File: config.mk
export PLATFORM = sky130hd
export DESIGN_NAME = fetch_top
export DESIGN_NICKNAME = d
export VERILOG_FILES = /design/src/fetch_pkg.sv /design/src/static_bp.sv /design/src/fetch_pc_gen.sv /design/src/inst_mem.sv /design/src/fetch_queue.sv /design/src/fetch_top.sv
export VERILOG_INCLUDE_DIRS = /design/src /design/src/src
export SDC_FILE = /design/constraint.sdc
export NUM_CORES = 2
export LEC_CHECK = 0
export BUFFER_PORTS_ARGS = -buffer_cell sky130_fd_sc_hd__buf_2
export CAP_MARGIN = 25
export CORE_MARGIN = 3
export CORE_UTILIZATION = 50
export CTS_CLUSTER_DIAMETER = 200
export DETAILED_ROUTE_END_ITERATION = 8
export GPL_TIMING_DRIVEN = 0
export HOLD_SLACK_MARGIN = 0.02
export PLACE_DENSITY = 0.66
export SLEW_MARGIN = 5
export SYNTH_ARGS = -nofsm -noshare
export SYNTH_HDL_FRONTEND = slang
export SYNTH_SLANG_ARGS = --single-unit
File: constraint.sdc
create_clock -name clk -period 4.5 [get_ports clk]
set_input_delay 0.225 -clock clk [delete_from_list [all_inputs] [get_ports clk]]
set_output_delay 0.225 -clock clk [all_outputs]
set_load 0.01 [all_outputs]
File: src/fetch_config.svh
// fetch front end configuration
// widths, reset pc, memory and queue sizing for the static-predictor fetch unit

`ifndef FETCH_CONFIG_SVH
`define FETCH_CONFIG_SVH

// instruction and address width
`define XLEN        32

// first fetch address once fetch_en goes high
`define RESET_PC    32'h0000_0000

// imem word address width, 64 words
`define IMEM_AW     6

// fetch queue entries
`define FQ_DEPTH    4

// width of the queue count and free-slot count, holds 0..FQ_DEPTH
`define FQ_CNT_W    3

`endif

File: src/fetch_pkg.sv
// fetch package
// opcode encoding and the structs passed between the fetch blocks

`include "fetch_config.svh"

package fetch_pkg;

    // major opcodes the predictor tells apart
    typedef enum logic [6:0] {
        OP_BRANCH = 7'b1100011,                   // beq/bne/blt/bge/bltu/bgeu
        OP_JAL    = 7'b1101111,                   // pc-relative jump
        OP_JALR   = 7'b1100111,                   // register jump, target unknown here
        OP_OTHER  = 7'b0000000                    // anything else
    } opcode_e;

    // one fetched instruction with its prediction
    typedef struct packed {
        logic [`XLEN-1:0] pc;                     // address of inst
        logic [`XLEN-1:0] inst;                   // raw instruction word
        logic             pred_taken;             // predictor said taken
        logic [`XLEN-1:0] pred_target;            // next pc as predicted
    } fetch_pkt_t;

    // branch resolution from a later stage
    typedef struct packed {
        logic             valid;                  // one-cycle pulse
        logic [`XLEN-1:0] pc;                     // restart address
    } redirect_t;

    // imem load port
    typedef struct packed {
        logic               valid;                // write this cycle
        logic [`IMEM_AW-1:0] addr;                // word address
        logic [`XLEN-1:0]   data;                 // word to store
    } imem_wr_t;

    // predictor result
    typedef struct packed {
        logic             taken;                  // predicted taken
        logic [`XLEN-1:0] target;                 // taken target or pc+4
    } bp_result_t;

endpackage

File: src/static_bp.sv
// static branch predictor
// backward conditional branches and jal are predicted taken,
// jalr and everything else fall through to pc+4

`timescale 1ns/1ps

`include "fetch_config.svh"

module static_bp (
    input  logic [`XLEN-1:0]      inst_i,        // fetched word
    input  logic [`XLEN-1:0]      pc_i,          // its address
    output fetch_pkg::bp_result_t bp_o           // prediction and next pc
);
    import fetch_pkg::*;

    opcode_e          opcode;                    // decoded major opcode
    logic [`XLEN-1:0] imm_b;                     // b-type offset
    logic [`XLEN-1:0] imm_j;                     // j-type offset
    logic [`XLEN-1:0] pc_seq;                    // fall-through address

    // opcode field to enum, unknown encodings collapse to OP_OTHER
    always_comb begin
        case (inst_i[6:0])
            OP_BRANCH: opcode = OP_BRANCH;
            OP_JAL:    opcode = OP_JAL;
            OP_JALR:   opcode = OP_JALR;
            default:   opcode = OP_OTHER;
        endcase
    end

    // imm[12|10:5] in 31:25, imm[4:1|11] in 11:7
    assign imm_b = {{(`XLEN-12){inst_i[31]}},
                    inst_i[7],
                    inst_i[30:25],
                    inst_i[11:8],
                    1'b0};

    // imm[20|10:1|11|19:12] in 31:12
    assign imm_j = {{(`XLEN-20){inst_i[31]}},
                    inst_i[19:12],
                    inst_i[20],
                    inst_i[30:21],
                    1'b0};

    assign pc_seq = pc_i + `XLEN'd4;

    always_comb begin
        bp_o.taken  = 1'b0;                      // default: fall through
        bp_o.target = pc_seq;
        case (opcode)
            OP_BRANCH: begin
                if (imm_b[`XLEN-1]) begin        // negative offset, loop back edge
                    bp_o.taken  = 1'b1;
                    bp_o.target = pc_i + imm_b;
                end
            end
            OP_JAL: begin                        // always taken, target is static
                bp_o.taken  = 1'b1;
                bp_o.target = pc_i + imm_j;
            end
            OP_JALR: begin
                // target depends on a register, keep pc+4 and let
                // the back end redirect
                bp_o.taken  = 1'b0;
                bp_o.target = pc_seq;
            end
            default: begin
                bp_o.taken  = 1'b0;
                bp_o.target = pc_seq;
            end
        endcase
    end

endmodule

File: src/fetch_pc_gen.sv
// fetch pc generator
// issues imem reads under queue credit, follows taken predictions and
// redirects, and squashes reads that turn out to be wrong-path

`timescale 1ns/1ps

`include "fetch_config.svh"

module fetch_pc_gen (
    input  logic                  clk,
    input  logic                  arst_n_i,
    input  logic                  fetch_en_i,     // run fetch while high
    input  fetch_pkg::redirect_t  redirect_i,     // flush and restart
    input  logic [`FQ_CNT_W-1:0]  fq_free_i,      // free queue slots
    output logic                  rd_en_o,        // imem read strobe
    output logic [`IMEM_AW-1:0]   rd_addr_o,      // imem word address
    input  logic [`XLEN-1:0]      rd_data_i,      // word of last cycle's read
    output logic [`XLEN-1:0]      ret_pc_o,       // pc of the returning word
    input  fetch_pkg::bp_result_t bp_i,           // prediction on returning word
    output logic                  push_o,         // enqueue strobe
    output fetch_pkg::fetch_pkt_t push_pkt_o      // packet to enqueue
);

    logic [`XLEN-1:0] pc_q;                       // next address to fetch
    logic [`XLEN-1:0] pc_d;
    logic             inflight_q;                 // read issued last cycle
    logic [`XLEN-1:0] inflight_pc_q;              // its address
    logic             kill_q;                     // that read is wrong-path
    logic             live;                       // returning word is good
    logic             taken;                      // good word predicted taken
    logic             credit;                     // room for one more read
    logic             issue;                      // read this cycle

    assign live  = inflight_q & ~kill_q;
    assign taken = live & bp_i.taken;

    // slots must cover the read already in flight plus this one
    assign credit = fq_free_i > {{(`FQ_CNT_W-1){1'b0}}, inflight_q};
    assign issue  = fetch_en_i & credit;

    assign rd_en_o   = issue;
    assign rd_addr_o = pc_q[`IMEM_AW+1:2];        // byte pc to word index
    assign ret_pc_o  = inflight_pc_q;

    // the queue flushes on a redirect edge, nothing old gets in
    assign push_o     = live & ~redirect_i.valid;
    assign push_pkt_o = '{pc:          inflight_pc_q,
                          inst:        rd_data_i,
                          pred_taken:  bp_i.taken,
                          pred_target: bp_i.target};

    // redirect beats prediction beats sequential
    always_comb begin
        if (redirect_i.valid) begin
            pc_d = redirect_i.pc;
        end else if (taken) begin
            pc_d = bp_i.target;                   // costs one bubble
        end else if (issue) begin
            pc_d = pc_q + `XLEN'd4;
        end else begin
            pc_d = pc_q;                          // stalled, hold
        end
    end

    always_ff @(posedge clk or negedge arst_n_i) begin
        if (!arst_n_i) begin
            pc_q       <= `RESET_PC;
            inflight_q <= 1'b0;
            kill_q     <= 1'b0;
        end else begin
            pc_q       <= pc_d;
            inflight_q <= issue;
            kill_q     <= issue & (redirect_i.valid | taken); // seq read now stale
        end
    end

    always_ff @(posedge clk) begin
        if (issue) begin
            inflight_pc_q <= pc_q;                // pairs with next cycle's data
        end
    end

endmodule

File: src/inst_mem.sv
// instruction memory
// word-addressed array with a load port and a registered read port

`timescale 1ns/1ps

`include "fetch_config.svh"

module inst_mem (
    input  logic                 clk,
    input  fetch_pkg::imem_wr_t  imem_wr_i,       // program load, one word per cycle
    input  logic                 rd_en_i,         // read strobe
    input  logic [`IMEM_AW-1:0]  rd_addr_i,       // word address
    output logic [`XLEN-1:0]     rd_data_o        // valid the cycle after rd_en_i
);

    localparam int DEPTH = 2 ** `IMEM_AW;

    logic [`XLEN-1:0] mem [DEPTH];                // program storage
    logic [`XLEN-1:0] rd_data_q;                  // read register

    // load port
    always_ff @(posedge clk) begin
        if (imem_wr_i.valid) begin
            mem[imem_wr_i.addr] <= imem_wr_i.data;
        end
    end

    // sync read, output holds while rd_en_i is low
    always_ff @(posedge clk) begin
        if (rd_en_i) begin
            rd_data_q <= mem[rd_addr_i];
        end
    end

    assign rd_data_o = rd_data_q;

endmodule

File: src/fetch_queue.sv
// fetch queue
// circular buffer of fetch packets, valid/ready toward decode,
// flushed on redirect, reports free slots back to the pc generator

`timescale 1ns/1ps

`include "fetch_config.svh"

module fetch_queue (
    input  logic                  clk,
    input  logic                  arst_n_i,
    input  logic                  flush_i,        // drop all entries
    input  logic                  push_i,         // credit guarantees a slot
    input  fetch_pkg::fetch_pkt_t push_pkt_i,     // incoming packet
    output logic [`FQ_CNT_W-1:0]  free_o,         // empty slots
    output fetch_pkg::fetch_pkt_t pkt_o,          // head packet
    output logic                  valid_o,        // head is valid
    input  logic                  ready_i         // decode takes the head
);
    import fetch_pkg::*;

    localparam int PTR_W = $clog2(`FQ_DEPTH);

    fetch_pkt_t           mem_q [`FQ_DEPTH];      // entry storage
    logic [PTR_W-1:0]     wr_ptr_q;               // next slot to fill
    logic [PTR_W-1:0]     rd_ptr_q;               // head slot
    logic [`FQ_CNT_W-1:0] count_q;                // occupied slots
    logic                 pop;

    // wrap at depth, works for any depth
    function automatic logic [PTR_W-1:0] ptr_inc(input logic [PTR_W-1:0] ptr);
        logic [PTR_W-1:0] nxt;
        if (ptr == PTR_W'(`FQ_DEPTH - 1)) begin
            nxt = '0;
        end else begin
            nxt = ptr + 1'b1;
        end
        return nxt;
    endfunction

    assign valid_o = (count_q != '0);
    assign pkt_o   = mem_q[rd_ptr_q];
    assign pop     = valid_o & ready_i;
    assign free_o  = `FQ_CNT_W'(`FQ_DEPTH) - count_q;

    always_ff @(posedge clk or negedge arst_n_i) begin
        if (!arst_n_i) begin
            wr_ptr_q <= '0;
            rd_ptr_q <= '0;
            count_q  <= '0;
        end else if (flush_i) begin               // redirect wins over push and pop
            wr_ptr_q <= '0;
            rd_ptr_q <= '0;
            count_q  <= '0;
        end else begin
            if (push_i) begin
                wr_ptr_q <= ptr_inc(wr_ptr_q);
            end
            if (pop) begin
                rd_ptr_q <= ptr_inc(rd_ptr_q);
            end
            case ({push_i, pop})
                2'b10:   count_q <= count_q + 1'b1;
                2'b01:   count_q <= count_q - 1'b1;
                default: count_q <= count_q;      // none, or both at once
            endcase
        end
    end

    always_ff @(posedge clk) begin
        if (push_i && !flush_i) begin
            mem_q[wr_ptr_q] <= push_pkt_i;
        end
    end

endmodule

File: src/fetch_top.sv
// fetch front end top
// pc generator, instruction memory, static predictor and fetch queue

`timescale 1ns/1ps

`include "fetch_config.svh"

module fetch_top (
    input  logic                  clk,
    input  logic                  arst_n_i,
    input  logic                  fetch_en_i,     // level, fetch runs while high
    input  fetch_pkg::imem_wr_t   imem_wr_i,      // program load while fetch is off
    input  fetch_pkg::redirect_t  redirect_i,     // one-cycle restart pulse
    output fetch_pkg::fetch_pkt_t fetch_pkt_o,    // packet to decode
    output logic                  fetch_valid_o,
    input  logic                  fetch_ready_i
);
    import fetch_pkg::*;

    logic                 rd_en;                  // pc_gen -> imem
    logic [`IMEM_AW-1:0]  rd_addr;
    logic [`XLEN-1:0]     rd_data;                // imem -> pc_gen, bp
    logic [`XLEN-1:0]     ret_pc;                 // pc of rd_data
    bp_result_t           bp;                     // bp -> pc_gen
    logic                 push;                   // pc_gen -> queue
    fetch_pkt_t           push_pkt;
    logic [`FQ_CNT_W-1:0] fq_free;                // queue -> pc_gen credit

    fetch_pc_gen u_pc_gen (
        .clk        (clk),
        .arst_n_i   (arst_n_i),
        .fetch_en_i (fetch_en_i),
        .redirect_i (redirect_i),
        .fq_free_i  (fq_free),
        .rd_en_o    (rd_en),
        .rd_addr_o  (rd_addr),
        .rd_data_i  (rd_data),
        .ret_pc_o   (ret_pc),
        .bp_i       (bp),
        .push_o     (push),
        .push_pkt_o (push_pkt)
    );

    inst_mem u_imem (
        .clk       (clk),
        .imem_wr_i (imem_wr_i),
        .rd_en_i   (rd_en),
        .rd_addr_i (rd_addr),
        .rd_data_o (rd_data)
    );

    static_bp u_bp (
        .inst_i (rd_data),
        .pc_i   (ret_pc),
        .bp_o   (bp)
    );

    fetch_queue u_fq (
        .clk        (clk),
        .arst_n_i   (arst_n_i),
        .flush_i    (redirect_i.valid),           // redirect empties the queue
        .push_i     (push),
        .push_pkt_i (push_pkt),
        .free_o     (fq_free),
        .pkt_o      (fetch_pkt_o),
        .valid_o    (fetch_valid_o),
        .ready_i    (fetch_ready_i)
    );

endmodule

* Yosys cells after proc, flatten, opt, wreduce, memory -nomap -nowiden
Memory sizes are Yosys's and may differ from the RTL's. A register that Yosys moved wholly into a read port is not among the register bits.
Index checks and enable logic that the tools add are counted.
** Cells by class
- Mux-type cells :: 18
- Order comparisons :: 1
- Multiply operators :: 0
- Equal/unequal tests :: 9
- Add/subtract/negate cells :: 9
- Divide/modulo/power cells :: 0
- Shift-type cells :: 0
- Reductions and logical operators :: 7
- Bitwise logic cells :: 9
** Operators with widths (number)
- $mux W32 :: 3
- $pmux W33 S2 :: 1
- $add A32 B3 Y32 const B :: 2
- $add A32 B32 Y32 :: 2
- $eq A7 B7 Y1 const B :: 5
- $mux W33 :: 1
- $pmux W7 S3 :: 1
- $mux W2 :: 6
- $reduce_bool A3 Y1 :: 3
- $and A1 B1 Y1 :: 6
- $eq A2 B2 Y1 const B :: 3
- $pmux W3 S2 :: 1
- $add A2 B1 Y2 const B :: 2
- $mux W1 :: 4
- $reduce_bool A2 Y1 :: 2
- $add A3 B1 Y3 const B :: 1
- $gt A3 B1 Y1 :: 1
- $mux W3 :: 1
- $sub A3 B1 Y3 const B :: 1
- $sub A3 B3 Y3 const A :: 1
- $eq A2 B1 Y1 const B :: 1
- $not A1 Y1 :: 2
- $logic_and A1 B1 Y1 :: 1
- $logic_not A1 Y1 :: 1
- $or A1 B1 Y1 :: 1
** Storage, ports and cells
- Bits in read-only memories :: 0
- Register bits after elaboration :: 73
- Input port bits :: 76
- Memory bits (writable) :: 2436
- Logic and storage cells :: 62
- Latch bits :: 0
- Memories kept :: 2
** Memories
- u_imem.mem :: words 64, bits a word 32, read ports 1, clocked after memory_dff 1, write ports 1, RTL line inst_mem.sv:18 : logic [`XLEN-1:0] mem [DEPTH];
- u_fq.mem_q :: words 4, bits a word 97, read ports 1, clocked after memory_dff 0, write ports 1, RTL line fetch_queue.sv:24 : fetch_pkt_t mem_q [`FQ_DEPTH];

* Depth between registers and ports, before layout
- Depth after elaboration :: 7
- Gate-level depth with buffers :: 12
- Depth with buffers taken out :: 12

* By module
Synthesis repeated with hierarchy kept, for this count alone.
** Unflattened totals
- Cells, all modules :: 4886
- Area total of the unflattened synthesis :: 101328.4 µm²
** Modules (own cells, without submodules)
- inst_mem :: instances 1, area each 78835.6 µm², seq. area each 62459.9 µm², cells an instance 3324
- fetch_queue :: instances 1, area each 14507.7 µm², seq. area each 11826.3 µm², cells an instance 562
- fetch_pc_gen :: instances 1, area each 4192.8 µm², seq. area each 1811.7 µm², cells an instance 439
- static_bp :: instances 1, area each 3792.4 µm², seq. area each 0.0 µm², cells an instance 561

* Least setup slack after synthesis
OpenSTA, ideal clock, no wires.
- Path kind :: register -> register
- Start point :: reg u_fq.count_q[0]
- End point :: reg u_pc_gen.pc_q[14]
- Slack :: 373 ps
- Buffers on the path :: 1
- Period minus slack after synthesis :: 4127 ps
- Library setup time :: 95 ps
- Cell stages (with the launch flop) :: 12
- Data arrival time :: 4031 ps
- Cell sequence :: dfrtp_1 > inv_1 > ha_1 > ha_1 > o211ai_1 > nand2_1 > inv_1 > clkbuf_1 > nand3_1 > xnor2_1 > nor2_1 > o31ai_1
** Between the ends
- Longest elaborated chain between the ends :: 4
** Ends and longest elaborated chain
- start, declared :: RTL line fetch_queue.sv:27 : logic [`FQ_CNT_W-1:0] count_q;
- start signal, assigned :: RTL line fetch_queue.sv:63 : 2'b10: count_q <= count_q + 1'b1;
- start signal, assigned :: RTL line fetch_queue.sv:64 : 2'b01: count_q <= count_q - 1'b1;
- start signal, assigned :: RTL line fetch_queue.sv:65 : default: count_q <= count_q;
- $sub A3 B3 Y3 (no source line)
- $gt A3 B1 Y1 :: RTL line fetch_pc_gen.sv:38 : assign credit = fq_free_i > {{(`FQ_CNT_W-1){1'b0}}, inflight_q};
- $and A1 B1 Y1 :: RTL line fetch_pc_gen.sv:39 : assign issue = fetch_en_i & credit;
- net rd_en :: RTL line fetch_top.sv:20 : logic rd_en;
- $reduce_bool A3 Y1 (no source line)
- end signal, assigned :: RTL line fetch_pc_gen.sv:67 : pc_q <= `RESET_PC;
- end signal, assigned :: RTL line fetch_pc_gen.sv:71 : pc_q <= pc_d;
- end, declared :: RTL line fetch_pc_gen.sv:24 : logic [`XLEN-1:0] pc_q;
The timed path passes the listed nets, and every way through them passes these cells.
A chain may end at the register's enable or synchronous reset.

==> out/qor.tcl <==
set qor(timing.critical_path.max_delay_family) {buffers and inverters}
set qor(die_area_mm2) 0.2057
set qor(finalNonFillerCells) 7987
set qor(fp.coreArea_mm2) 0.1982
set qor(crit_fanout) 10
set qor(crit_required_ns) 5.16
set qor(routed_wl_um) 270200
set qor(viasPerCell) 6.328
set qor(worstPathArrival_ns) 4.99
set qor(drt-pass1-iter-count) 6
set qor(power.leakage_nw) 36.71
set qor(post-synth-top-area-fraction_pct) 74.85
set qor(outcome) {complete, no violations}
set qor(effective_utilization_at_floorplan_pct) 50.51
set qor(critical_path_start_end_classification) {reg -> reg}
set qor(slew_violations) 0
set qor(clk-insertion-delay-late_ns) 0.94
set qor(total_count_of_hold_check_failures_in_the_final_report) 0
set qor(total_power_mw) 70.83
set qor(slew-limit-headroom_pct) 26.47
set qor(globalRouteOverflowTotal) 0
set qor(achievable-frequency_mhz) 231.1
set qor(power_density_mw_per_mm2) 607.2
set qor(synthTopCellsByArea) {edfxtp_1 (75%), mux4_2 (17%), dfrtp_1 (1.0%), ha_1 (0.66%), nor2_1 (0.60%)}
set qor(clock_tree.root_cell) {clkbuf_16}
set qor(first_global_vias) 50698
set qor(postSynth.asyncResetShare_pct) 1.616
set qor(fin_skew_ns) 0.07345
set qor(seq_area_frac_synth_pct) 75.87
set qor(antenna_violations_before_repair) 35
set qor(num-nets-final) 5276
set qor(grt_max_degree) 65
set qor(htree_num_levels) 5
set qor(port-buffer-count) 169
set qor(cp.buffers_inverters) 4
set qor(detail_route.wl_per_cell_um) 33.83
set qor(crit_path_start_kind) {register}
set qor(synthesis.nets) 4615
set qor(place.detailed.instances) 7411
set qor(clock_sink_count) 2537
set qor(timing.final.setup_violations) 0
set qor(first_pass_grt_wire_length_um) 383000
set qor(fraction_of_the_core_area_covered_by_cells_at_the_end_of_the_flow_pct) 58.85
set qor(weighted_congestion_at_the_end_of_routability_driven_global_placement) 0.9150
set qor(ys_warn_count) 0
set qor(critical_path.endpoint_type) {register}
set qor(crit_path_cell_trace) {clkbuf_2, clkbuf_1, buf_8, clkbuf_1, mux4_2, mux4_2, mux4_2}
set qor(synthFlopType) {edfxtp_1}
set qor(timing.final.ws_setup_ns) 0.1725
set qor(placementRows) 163
set qor(global_route.usage.total_pct) 26.63
set qor(ys_ff_latch) 2537
set qor(post-dp-hpwl_um) 182100
set qor(pre_cts_slack_ns) -0.3026
set qor(critPathMaxStageDelay_ns) 0.69
set qor(synth.cell_area_mm2) 0.1001
set qor(max_slew.worst_pin.slew_ns) 1.095
set qor(critical-path-top-cell-by-count) {mux4_2}
set qor(timing.final.crit_share_pct) 96.17
set qor(synth_edf_count) 2496
set qor(yosys.area.top_type) {edfxtp_1}
set qor(numCtsBuffers) 276
set qor(synthesis_to_finish_area_growth_pct) 16.50
set qor(post-route-min-period_ns) 4.327
set qor(wl_met3_um) 24900
set qor(drive_above_1_share_pct) 29.97
set qor(drc) 0
set qor(pin_count) 174
set qor(max-vdd-ir-drop_uv) 376.9
set qor(die_height_um) 453.5
set qor(topRoutingLayerUsed) {met5}
set qor(num-fill-cells) 14005
set qor(holdCritPathClass) {in -> reg}
set qor(die_w_um) 453.5
set qor(drt.antenna.violating_nets) 0
set qor(syn_avg_cell_area_um2) 22.34
set qor(routed_length_on_met1_um) 102300
set qor(dr_wl_met2_um) 130800
set qor(dr.first_iter.drc_count) 6943
set qor(clockBufferDepth) 4
set qor(slowest_stage) {clkbuf_1}
set qor(hold_ws_ns) 0.09207
set qor(tritoncts) {yes}
set qor(max-cap-violations) 0
set qor(grt_setup_unrepaired) {no}
set qor(postSynthCellCount) 4483
set qor(vias) 50545
set qor(synthDistinctLibCells) 81
set qor(cts_clock_pin_slew_for_the_worst_setup_and_hold_paths_ns) 0.06
[cells by family after synthesis]
logic type,share of synthesized area (%)
DFF,75.87
xor gates and xnor gates,0.6298
and+or+nand+nor,2.225
adders and majority gates,0.7222
AOI/OAI and AO/OA,2.040
buffers and inverters,1.097
muxes,17.41
[state kept, by name, indices dropped and copies added (netlist names)]
signal / count
u_fq.count_q: 3
u_fq.mem_q: 384
u_fq.rd_ptr_q: 2
u_fq.wr_ptr_q: 2
u_imem.mem: 2048
u_imem.rd_data_o: 32
u_pc_gen.inflight_q: 1
u_pc_gen.kill_q: 1
u_pc_gen.pc_q: 32
u_pc_gen.ret_pc_o: 32
[cells in the mapped netlist (all sizes together), types with 4 or more instances]
cell type,count
mux4,768
a22oi,9
o22ai,9
a21o,12
clkbuf,141
nand2b,14
nor2,161
nand4,28
and3,23
o221ai,4
buf,87
and2,6
nor4,6
xor2,28
and4,6
o311ai,4
a221o,9
nand3,51
a221oi,8
o21ai,69
xnor2,44
ha,53
nand2,102
o21a,12
o22a,4
mux2,5
nor3,37
o31ai,9
a21oi,90
dfrtp,41
a211oi,5
a22o,4
or2,9
inv,32
or3,6
mux2i,7
edfxtp,2496
a31oi,8
o211ai,13
nor2b,11
nand3b,4
o21bai,4
[cell usage in the layout, fill, tap and decap left out, drive strengths merged, types with 14 or more instances in the layout]
cell type,n
mux4,768
edfxtp,2496
nand2,102
nor2,161
dfrtp,41
ha,53
xnor2,44
clkbuf,481
a21oi,90
xor2,28
o21ai,69
inv,40
nand2b,14
nand4,28
nand3,51
dlygate4sd3,71
clkinv,98
bufinv,16
and3,23
buf,399
nor3,37
[report_power, final]
part           total [mW]  internal (mW)  switching (mW)
sequential           28.6           27.6            1.01
clock                21.2           12.3            8.87
combinational        21.1           8.48            12.6
total                70.8           48.4            22.5
[metrics by stage]
stage	area, µm²	TNS (ns)
after global routing	116600	0
after CTS	116200	0
after global placement	104300	-603.25
final	116700	0
after floorplan	100100	0
after detailed placement	107300	-4.860
[worst paths after layout]
check / start / slack (ns) / cells after the start / to
max in group asynchronous: arst_n_i / 3.49 / 4 / u_pc_gen.pc_q[4]$_DFFE_PN0P_
min in group asynchronous: arst_n_i / 0.41 / 3 / u_pc_gen.pc_q[31]$_DFFE_PN0P_
setup reg to reg: u_pc_gen.pc_q[3]$_DFFE_PN0P_ / 0.17 / 7 / u_imem.rd_data_o[18]$_DFFE_PP_
setup / recovery: u_pc_gen.pc_q[3]$_DFFE_PN0P_ / 0.17 / 7 / u_imem.rd_data_o[18]$_DFFE_PP_
hold reg to reg: u_pc_gen.pc_q[6]$_DFFE_PN0P_ / 0.45 / 0 / u_pc_gen.ret_pc_o[6]$_DFFE_PP_
hold / removal: imem_wr_i[32] / 0.09 / 3 / u_imem.mem[23][2]$_DFFE_PP_
[routing by layer]
layer,GRT usage (%),up-vias
met5,0,-
met4,11.30,8
li1,-,20484
met1,35.90,26899
met2,41.95,2629
met3,6.529,525
[area by class of cell]
cell class | instances | area (µm²) | area share (%)
diodes | 12 | 30.03 | 0.02574
plain buffers | 228 | 994.7 | 0.8527
clock buffers | 340 | 7253 | 6.217
clock inverters | 129 | 1045 | 0.8956
inverters | 33 | 123.9 | 0.1062
multi-input cells | 1685 | 23570 | 20.20
flip-flops and latches | 2537 | 75980 | 65.13
well taps | 2640 | 3303 | 2.831
repair buffers | 383 | 4365 | 3.742
[what timing repair did]
| item | CTS | global route |
|---|---|---|
| endpoints found under the hold margin | 1239 | 286 |
| hold buffers | 66 | 5 |
| setup endpoints to repair | 32 | 4 |
| buffers inserted | 0 | 3 |
| gates resized for setup | 8 | 0 |
| pin swaps | 0 | 0 |
[worst min-delay path, stage by stage]
cell and delay [ns]:
buf_2 0.13, nand4_1 0.27, nor2_4 0.18
No activity file was read; power rests on OpenSTA's default activity.
